$ cat src/merge_pkg.sv
`default_nettype none

package merge_pkg;

   localparam int KEY_W        = 32;
   localparam int TUPLE_KEYS   = 8;
   localparam int TUPLE_W      = KEY_W * TUPLE_KEYS;
   localparam int FIFO_DEPTH   = 4;            // Also the credits each source starts with.
   localparam int PTR_W        = 2;
   localparam int FIFO_CNT_W   = 3;
   localparam int OUT_CREDITS  = 4;
   localparam int CREDIT_W     = 3;
   localparam int MERGE_LEVELS = 4;            // log2 of the sixteen keys in the network.

   typedef logic [KEY_W-1:0]   key_t;
   typedef logic [TUPLE_W-1:0] tuple_t;        // Key 0 in the low bits is the smallest.

   typedef struct packed {
      logic   valid;
      tuple_t tuple;
   } in_beat_t;

   typedef struct packed {
      logic   valid;
      logic   last;                            // Set only on a terminator beat.
      tuple_t tuple;
   } out_beat_t;

   typedef enum logic [1:0] {
      EMPTY,
      MERGE,
      FLUSH,
      TERM
   } ctrl_state_t;

   typedef struct packed {
      logic load;                              // Popped tuple goes straight to the held register.
      logic merge;
      logic sel_b;                             // Popped tuple comes from input B.
      logic flush;
      logic term;
   } merge_op_t;

endpackage

`default_nettype wire

$ cat src/credit_counter.sv
`default_nettype none

module credit_counter (
   input  wire  i_clk,
   input  wire  i_rst_n,
   input  wire  i_issue,
   input  wire  i_return,
   output logic o_credit_ok
);

   logic [merge_pkg::CREDIT_W-1:0] count_q;

   always_ff @(posedge i_clk or negedge i_rst_n) begin
      if (!i_rst_n) begin
         count_q <= merge_pkg::CREDIT_W'(merge_pkg::OUT_CREDITS);
      end else begin
         unique case ({i_issue, i_return})
            2'b10:   count_q <= count_q - merge_pkg::CREDIT_W'(1);
            2'b01:   count_q <= count_q + merge_pkg::CREDIT_W'(1);
            default: count_q <= count_q;             // Issue and return cancel out.
         endcase
      end
   end

   assign o_credit_ok = (count_q != '0);

   // The downstream never returns more credits than beats it received.
   a_no_overflow: assert property (@(posedge i_clk) disable iff (!i_rst_n)
      count_q <= merge_pkg::CREDIT_W'(merge_pkg::OUT_CREDITS));

   a_no_underflow: assert property (@(posedge i_clk) disable iff (!i_rst_n)
      i_issue |-> count_q != '0);

endmodule

`default_nettype wire

$ cat config.mk
export PLATFORM = sky130hd
export DESIGN_NAME = credit_counter
export DESIGN_NICKNAME = d
export VERILOG_FILES = /design/src/merge_pkg.sv /design/src/credit_counter.sv
export SDC_FILE = /design/constraint.sdc
export NUM_CORES = 1
export LEC_CHECK = 0
export BUFFER_PORTS_ARGS = -buffer_cell sky130_fd_sc_hd__buf_2
export CORE_AREA = 4 4 41 43
export CTS_CLUSTER_SIZE = 8
export DETAILED_ROUTE_END_ITERATION = 10
export DIE_AREA = 0 0 45 47
export PLACE_DENSITY_LB_ADDON = 0.3
export SETUP_SLACK_MARGIN = 0.3
export SLEW_MARGIN = 20
export SYNTH_ARGS = -nofsm -noshare
export SYNTH_HDL_FRONTEND = slang
export SYNTH_SLANG_ARGS = --single-unit
$ cat constraint.sdc
create_clock -name i_clk -period 1.25 [get_ports i_clk]
set_input_delay 0 -clock i_clk [delete_from_list [all_inputs] [get_ports i_clk]]
set_output_delay 0 -clock i_clk [all_outputs]
set_load 0.01 [all_outputs]
==> summary.json <==
{
  "run_status": {
    "status": "finished, violations left",
    "failing_checks": "negative setup slack"
  },
  "placed_design": {
    "place_worst_setup_slack_ps": -20.5,
    "place_congestion": 0.506,
    "detailedPlacementHpwl_um": 208,
    "port_buffers": 4
  },
  "timing": {
    "grt_setup_unrepaired": "true",
    "maxClockFrequency_ghz": 0.798,
    "finalCritPeriodShare_pct": 100,
    "finalHoldViolCount": 0,
    "min_clock_period_post_route_ps": 1250,
    "final_hold_slack_ps": 105,
    "report.final.setup_viol": 1,
    "fin_tns_setup_ps": -2.51,
    "worst_slew_margin_rel_pct": 90.5,
    "fin_skew_ps": 0.0426,
    "number_of_slew_limit_violations_in_the_final_report": 0,
    "post_route_worst_setup_slack_ps": -2.51,
    "timing_worst_slew_pin_value_ps": 143
  },
  "setup_path": {
    "timing.critical_path.buf_inv": 0,
    "ff2ff_path_depth": 4,
    "worst-r2r-setup-slack_ps": -3,
    "timing.critical_path.required_ps": 1410,
    "cp_slowest_stage_delay_ps": 410,
    "critPathMostFrequentCell": "sky130_fd_sc_hd__xor2_1",
    "start_kind": "register",
    "r2r_end": "count_q[2]$_DFFE_PN1P_",
    "timing_worst_setup_path_type": "reg -> reg",
    "rr_startpoint": "count_q[1]$_DFFE_PN0P_",
    "timing.critical_path.max_delay_family": "flip-flops",
    "critPathLaunch": "count_q[1]$_DFFE_PN0P_",
    "worst_setup_path_endpoint": "count_q[2]$_DFFE_PN1P_",
    "list_of_cells_traversed_by_the_critical_path": "fa_2 > xor2_1 > nor2_1 > xor2_1",
    "critical_path_cell_count": 4,
    "arr_time_crit_path_ps": 1410,
    "cp_max_fo": 3,
    "critPathSlowestCell": "sky130_fd_sc_hd__dfrtp_1",
    "timing.critical_path.to_type": "register"
  },
  "logic_synthesis": {
    "fraction_of_the_yosys_area_taken_by_sequential_cells_pct": 46.6,
    "netlist-cell-type-count": 10,
    "most_area_consuming_cells_after_synthesis": "sky130_fd_sc_hd__dfrtp_1, sky130_fd_sc_hd__dfstp_2, sky130_fd_sc_hd__fa_1",
    "synth.top_cell.area_share_pct": 30.5,
    "synth_ff_type": "sky130_fd_sc_hd__dfrtp_1",
    "postSynthNetCount": 19,
    "synth_area_um2": 164,
    "post_synth_inst_count": 13,
    "avgSynthCellArea_um2": 12.6,
    "synth_common_cells": "sky130_fd_sc_hd__dfrtp_1, sky130_fd_sc_hd__inv_1, sky130_fd_sc_hd__xor2_1",
    "synthDominantAreaCellType": "sky130_fd_sc_hd__dfrtp_1",
    "ys.warnings.count": 0,
    "synth_async_sr_flop_share_pct": 100,
    "synth_enable_flop_cells": 0,
    "number_of_synthesized_register_bits": 3
  },
  "detailed_routing": {
    "post_route_drc_violation_count": 0,
    "route.final.wire_length_um": 294,
    "dr.first_iter.drc_count": 1,
    "detail_route.wl_per_cell_um": 7.54,
    "route.antenna.remaining_nets": 0,
    "drt-pass1-iter-count": 2,
    "viasPerCell": 3.08,
    "dr_total_vias": 120
  },
  "power_and_ir_drop": {
    "total_power_mw": 0.591,
    "cellLeakagePower_nw": 0.119,
    "irDropWorstVdd_v": 0.000503,
    "powerDensity_nw_per_um2": 2310
  },
  "finish": {
    "nNetsFinal": 31,
    "number_of_flip_flops_under_the_largest_register_name": 3,
    "multi_input_comb_area_um2": 82.6,
    "seqCellArea_um2": 76.3,
    "drive_gt1_share_pct": 50.0,
    "largest_register": "count_q",
    "area_growth_pct": 56.5,
    "top_regs": "count_q x3",
    "filler_cell_count": 148,
    "diodes_inserted": 0
  },
  "clock_network": {
    "ctsHtreeMaxLevel": 1,
    "path_clk_slew_ps": 40,
    "ctsRootBufferMaster": "sky130_fd_sc_hd__clkbuf_4",
    "cts_made_buffers": 3,
    "cts_resized": 0,
    "max-clock-path-buffers": 2,
    "clkSinkCount": 3,
    "tritoncts_clock_tree": "done",
    "clock_insertion_delay_worst_skew_ps": 230
  },
  "global_routing": {
    "gr-usage-all-layers_pct": 4.36,
    "grt_max_degree": 4,
    "grt_overflow": 0,
    "initial_antenna_violation_count": 0,
    "first_global_vias": 129,
    "grt_first_pass_wirelength_um": 538
  },
  "flow_run": {
    "maxCapViolations": 0
  },
  "floorplanning": {
    "io-pin-count": 5,
    "design.core.area_um2": 1300,
    "dieHeight_um": 47,
    "std_cell_rows": 13,
    "floorplan.die_area_um2": 2120,
    "initial_core_util_pct": 12.6,
    "die-width_um": 45
  },
  "min_path": {
    "min-delay-path-class": "in -> async"
  }
}
[worst min path at each step]
stage,depth (start not counted),endpoint,start,slack (ps)
after floorplan,0,count_q[0]$_DFFE_PN0P_,i_rst_n,-300
after global placement,1,count_q[0]$_DFFE_PN0P_,i_rst_n,-200
final,2,count_q[0]$_DFFE_PN0P_,i_rst_n,110
after global routing,2,count_q[1]$_DFFE_PN0P_,i_rst_n,110
after CTS,2,count_q[0]$_DFFE_PN0P_,i_rst_n,100
after detailed placement,1,count_q[0]$_DFFE_PN0P_,i_rst_n,-200
[per-layer routing]
metal | vias up | GRT usage, % | share of wire, %
met2 | 5 | 4.80 | 39
li1 | 62 | - | -
met5 | - | 0 | 0
met4 | 0 | 5.26 | 0
met3 | 0 | 4.60 | 13
met1 | 53 | 3.91 | 48
[per-stage QoR]
step	cell area, um^2	utilization [%]	instances
floorplan	166	-	13
global placement	205	15.8	32
detailed placement	205	15.8	32
CTS	249	19.1	38
global route	256	19.7	39
finish	256	19.7	39
[worst reg2reg max path: cells and delay by family (launching register included)]
kind                       cells  cell delay (ps)
DFF                            1              410
adders and majority gates      1              360
xor gates and xnor gates       2              290
and+or+nand+nor                1              110
[where the power goes]
group	total (mW)	leakage, nW	internal (mW)	switching [mW]
Combinational	0.212	0.0700	0.135	0.0772
Sequential	0.212	0.0338	0.163	0.0489
Clock	0.167	0.0150	0.119	0.0477
[kinds of logic after synthesis]
logic type,synth area share (%)
xor gates and xnor gates,16.0
DFF,46.6
buffers and inverters,4.58
adders and majority gates,19.8
and+or+nand+nor,6.11
muxes,6.87
[layout by cell type (no fill, tap or decap), drive strengths merged, types with 2 or more instances in the layout]
cell type	netlist	final
inv	2	2
dfrtp	2	2
buf	0	6
xor2	2	2
clkbuf	0	4
[layout make-up]
class | count | share of cell area, %
clock buffers | 4 | 10.2
flip-flops and latches | 3 | 29.8
well taps | 15 | 7.32
repair buffers | 7 | 17.6
inverters | 2 | 2.93
multi-input cells | 8 | 32.2
[what timing repair did]
item	CTS	global route
hold endpoints to repair	3	0
hold buffers	1	0
pin swaps	2	1
setup endpoints to repair	3	3
setup buffers	1	1
Power figures use the tool's default switching activity.
