### config.mk
export PLATFORM = sky130hd
export DESIGN_NAME = merge_ctrl
export DESIGN_NICKNAME = d
export VERILOG_FILES = /design/src/merge_pkg.sv /design/src/merge_ctrl.sv
export SDC_FILE = /design/constraint.sdc
export NUM_CORES = 1
export LEC_CHECK = 0
export BUFFER_PORTS_ARGS = -buffer_cell sky130_fd_sc_hd__buf_2
export CAP_MARGIN = 25
export CORE_AREA = 8 8 197 199
export CTS_CLUSTER_DIAMETER = 50
export DETAILED_ROUTE_END_ITERATION = 10
export DIE_AREA = 0 0 205 207
export PLACE_DENSITY_LB_ADDON = 0.1
export SYNTH_ARGS = -nofsm -noshare
export SYNTH_HDL_FRONTEND = slang
export SYNTH_SLANG_ARGS = --single-unit
### constraint.sdc
create_clock -name i_clk -period 3.4 [get_ports i_clk]
set_clock_uncertainty 0.15 [all_clocks]
set_input_delay 1.02 -clock i_clk [delete_from_list [all_inputs] [get_ports i_clk]]
set_output_delay 1.02 -clock i_clk [all_outputs]
set_load 0.02 [all_outputs]
### src/merge_pkg.sv
`default_nettype none

package merge_pkg;

   localparam int KEY_W        = 32;
   localparam int TUPLE_KEYS   = 8;
   localparam int TUPLE_W      = KEY_W * TUPLE_KEYS;
   localparam int FIFO_DEPTH   = 4;            // Also the credits each source starts with.
   localparam int PTR_W        = 2;
   localparam int FIFO_CNT_W   = 3;
   localparam int OUT_CREDITS  = 4;
   localparam int CREDIT_W     = 3;
   localparam int MERGE_LEVELS = 4;            // log2 of the sixteen keys in the network.

   typedef logic [KEY_W-1:0]   key_t;
   typedef logic [TUPLE_W-1:0] tuple_t;        // Key 0 in the low bits is the smallest.

   typedef struct packed {
      logic   valid;
      tuple_t tuple;
   } in_beat_t;

   typedef struct packed {
      logic   valid;
      logic   last;                            // Set only on a terminator beat.
      tuple_t tuple;
   } out_beat_t;

   typedef enum logic [1:0] {
      EMPTY,
      MERGE,
      FLUSH,
      TERM
   } ctrl_state_t;

   typedef struct packed {
      logic load;                              // Popped tuple goes straight to the held register.
      logic merge;
      logic sel_b;                             // Popped tuple comes from input B.
      logic flush;
      logic term;
   } merge_op_t;

endpackage

`default_nettype wire

### src/merge_ctrl.sv
`default_nettype none

module merge_ctrl (
   input  wire                  i_clk,
   input  wire                  i_rst_n,
   input  merge_pkg::tuple_t    i_head_a,
   input  merge_pkg::tuple_t    i_head_b,
   input  wire                  i_empty_a,
   input  wire                  i_empty_b,
   input  wire                  i_credit_ok,
   output logic                 o_deq_a,
   output logic                 o_deq_b,
   output merge_pkg::merge_op_t o_op,
   output logic                 o_issue
);

   merge_pkg::ctrl_state_t state_q;
   merge_pkg::ctrl_state_t state_d;
   merge_pkg::key_t        key_a;
   merge_pkg::key_t        key_b;
   logic                   a_term;
   logic                   b_term;
   logic                   a_data;
   logic                   b_data;
   logic                   a_first;

   assign key_a   = i_head_a[merge_pkg::KEY_W-1:0];
   assign key_b   = i_head_b[merge_pkg::KEY_W-1:0];
   assign a_term  = !i_empty_a && (key_a == '0);
   assign b_term  = !i_empty_b && (key_b == '0);
   assign a_data  = !i_empty_a && (key_a != '0);
   assign b_data  = !i_empty_b && (key_b != '0);
   assign a_first = key_a <= key_b;                // Ties go to A.

   always_comb begin
      state_d = state_q;
      o_deq_a = 1'b0;
      o_deq_b = 1'b0;
      o_op    = '0;
      unique case (state_q)
         merge_pkg::EMPTY: begin
            if (a_term && b_term) begin
               if (i_credit_ok) begin
                  o_deq_a   = 1'b1;
                  o_deq_b   = 1'b1;
                  o_op.term = 1'b1;            // Both runs were empty.
               end
            end else if (a_data && (!b_data || a_first)) begin
               o_deq_a   = 1'b1;
               o_op.load = 1'b1;
               state_d   = merge_pkg::MERGE;
            end else if (b_data) begin
               o_deq_b    = 1'b1;
               o_op.load  = 1'b1;
               o_op.sel_b = 1'b1;
               state_d    = merge_pkg::MERGE;
            end
         end
         merge_pkg::MERGE: begin
            if (a_term && b_term) begin
               state_d = merge_pkg::FLUSH;
            end else if (i_credit_ok) begin
               if (a_data && (b_term || (b_data && a_first))) begin
                  o_deq_a    = 1'b1;
                  o_op.merge = 1'b1;
               end else if (b_data && (a_term || a_data)) begin
                  o_deq_b    = 1'b1;
                  o_op.merge = 1'b1;
                  o_op.sel_b = 1'b1;
               end
            end
         end
         merge_pkg::FLUSH: begin
            if (i_credit_ok) begin
               o_op.flush = 1'b1;
               state_d    = merge_pkg::TERM;
            end
         end
         merge_pkg::TERM: begin
            if (i_credit_ok) begin
               o_deq_a   = 1'b1;               // Both heads still hold their terminators.
               o_deq_b   = 1'b1;
               o_op.term = 1'b1;
               state_d   = merge_pkg::EMPTY;
            end
         end
         default: state_d = merge_pkg::EMPTY;
      endcase
   end

   assign o_issue = o_op.merge | o_op.flush | o_op.term;

   always_ff @(posedge i_clk or negedge i_rst_n) begin
      if (!i_rst_n) begin
         state_q <= merge_pkg::EMPTY;
      end else begin
         state_q <= state_d;
      end
   end

   a_pop_nonempty: assert property (@(posedge i_clk) disable iff (!i_rst_n)
      (o_deq_a |-> !i_empty_a) and (o_deq_b |-> !i_empty_b));

endmodule

`default_nettype wire

==> flow_summary_export.csv <==
group,metric,value,unit
drt,drc,0,
critical_path,cp.required,2.23,ns
global_route,overflow,0,
global_route,grt_pass1_wl,13600,µm
critical_path,crit_family,"simple AND/OR/NAND/NOR gates",
clocking,holdBufCountCts,0,
power,leakage,1.33,nW
layout,regArea,50.0,µm²
logic_synthesis,ys.warnings.count,0,
drt,vias,1744,
place,dpl.hpwl,8790,µm
power,finalPower,0.500,mW
global_route,grt_usage,0.0425,
sta,hold_viol_final,0,
drt,dr.first_iter.drc_count,30,
critical_path,slowest_delay,0.35,ns
clocking,worstSkewPairLatency,0.22,ns
logic_synthesis,yosys.area.top_type,"ha_1",
global_route,antenna_found_initial,0,
critical_path,crit_path_top_delay_cell,"nor4_4",
place,numPortBuffers,76,
layout,antenna_cells,0,
clocking,clk_pin_slew_worst_paths,0.03,ns
sta,slew_headroom,0.671,
clocking,htree_levels,1,
sta,final-setup-viol-count,7,
critical_path,crit_fanout,3,
sta,period_needed,4.14,ns
floorplanning,fp.dieH,207,µm
critical_path,crit_buf_inv,4,
place,routabilityCongestion,0.665,
sta,layout_setup_ws,-0.744,ns
logic_synthesis,syn_avg_cell_area,7.55,µm²
status,status,"complete, but fails checks",
drt,wl,9290,µm
layout,layout-drive-gt1-share,0.657,
sta,fmax,241,MHz
logic_synthesis,synth_top_area_frac,0.337,
floorplanning,die_x,205,µm
sta,maxSlewViolCount,0,
sta,rsz0062_at_grt,"true",
drt,ant_nets,0,
drt,routedWlPerCell,12.1,µm
layout,reg_top3,"state_q (2)",
layout,nNetsFinal,852,
global_route,grt_max_degree,8,
layout,regMostFlops,"state_q",
power,ir_worst_vdd,116,µV
sta,fin_crit_sh,1.22,
run,drv_cap,0,
layout,utilization,0.0952,
critical_path,r2r_setup_slack,1.60,ns
drt,vias_per_cell,2.28,
logic_synthesis,synth_seq_cells,2,
sta,worst_pin_slew,0.489,ns
logic_synthesis,synthesis.nets,730,
floorplanning,rows,70,
floorplanning,coreArea,0.0359,mm²
logic_synthesis,yosys-top-cells-area,"ha_1 (34%), inv_1 (10%), nor4_1 (6.6%), nand4_1 (5.1%), a21oi_1 (4.9%)",
floorplanning,start_util,0.0372,
floorplanning,dieArea,0.0424,mm²
clocking,cts_root_buf,"clkbuf_16",
logic_synthesis,yosysSeqAreaShare,0.0375,
critical_path,critPathLaunchType,"input port",
layout,multi_input_area,0.00165,mm²
logic_synthesis,synth_edf_count,0,
sta,holdWs,0.428,ns
critical_path,crit_path_end_kind,"primary output",
clocking,cts_tree,"done",
logic_synthesis,dominantRegCellSynth,"dfrtp_1",
floorplanning,ios,525,
clocking,clock_sinks,2,
worst_hold_path,worstHoldPathType,"in2async",
drt,dr.pass1.iters,4,
logic_synthesis,synthArstFlopShare,1.00,
status,violations,"negative setup slack",
clocking,cts_buffers,3,
clocking,cts_max_path_buffers,2,
place,placedCellCount,759,
logic_synthesis,syn_area,0.00134,mm²
critical_path,arrival,2.97,ns
power,power_density,146,mW/mm²
global_route,grt_pass1_vias,2096,
layout,syn2layout_area_growth,156,%
logic_synthesis,ys_types,38,
sta,tns,-4.16,ns
layout,fin_cells,765,
layout,largest_reg_flops,2,
critical_path,crit_path_start,"i_head_a[29]",
critical_path,worstPathCellList,"buf_8 -> nor4_4 -> buf_4 -> nand4_4 -> buf_6 -> nor4_4 -> a22oi_2 -> and2_4 -> a221oi_4 -> buf_6",
layout,fill_cells,4173,
logic_synthesis,syn_inst,177,
critical_path,r2r-start,"state_q[0]",
critical_path,crit_type,"in2out",
[routing by layer]
metal | wire length (µm) | track usage
met4 | 0 | 0.00222
met1 | 4370 | 0.0554
met5 | 0 | 0
met3 | 444 | 0.00905
met2 | 4480 | 0.0739
[cells in the final DEF, fill, tap and decap left out, drive strengths merged]
cell and instances:
a32o 1, o211ai 1, a31o 1, dfrtp 2
a221oi 4, or2 1, nand2 8, and2 4
o31a 1, a2111oi 1, ha 36, a21o 1
nor2 12, a22o 1, a21oi 13, nor4 20
nand4 12, and3 1, o31ai 1, nor3 1
o21ai 4, o22a 1, inv 36, clkbuf 3
a22oi 1, buf 117, o21a 1, nand3 4
mux2 1, nor2b 3, a221o 2, or3 1
mux2i 1
[path summary, 6_finish.rpt]
path                              endpoint  cells after the start
worst max register to register  state_q[1]                      6
max in group asynchronous       state_q[1]                      1
worst max-delay path               o_deq_b                     10
worst min register to register  state_q[1]                      1
min in group i_clk              state_q[1]                      1
worst min-delay path            state_q[0]                      1
[synth_stat cells (all sizes together), types with 2 or more instances]
master / count
inv: 36
and2: 4
nor4: 20
a221o: 2
a21oi: 13
o21ai: 4
nor2: 12
a221oi: 4
nand4: 12
nand2: 8
ha: 36
nor2b: 3
dfrtp: 2
nand3: 4
[layout make-up]
| cell class | instances | share of cell area |
|---|---|---|
| clock buffers | 3 | 0.0220 |
| multi-input cells | 139 | 0.483 |
| well taps | 468 | 0.171 |
| inverters | 36 | 0.0454 |
| flip-flops and latches | 2 | 0.0146 |
| repair buffers | 117 | 0.263 |
[timing repair]
item / 4_1_cts / 5_1_grt
setup endpoints to repair: 8 / 7
resized for setup: 70 / 54
pin swaps: 22 / 21
hold endpoints to repair: 0 / 0
buffers inserted: 1 / 2
[kinds of logic after synthesis]
group | Yosys count | share of synthesized area
simple gates | 67 | 0.313
compound gates | 34 | 0.193
flops | 2 | 0.0375
mux | 2 | 0.0187
buf+inv | 36 | 0.101
fa+ha+maj | 36 | 0.337
[per-stage QoR]
| step | setup WS, ns | area [µm²] |
|---|---|---|
| after global placement | -1.09 | 2790 |
| final | -0.744 | 3420 |
| after CTS | -0.804 | 3210 |
| after detailed placement | -1.04 | 2790 |
| after floorplan | -0.293 | 1540 |
| after global routing | -0.865 | 3420 |
[where the power goes]
| part | switching (mW) | internal, mW |
|---|---|---|
| combinational | 0.145 | 0.154 |
| sequential | 0 | 0.0240 |
| clock | 0.0274 | 0.150 |
| total | 0.172 | 0.328 |
Note: power is estimated with default switching activity, not from simulation.
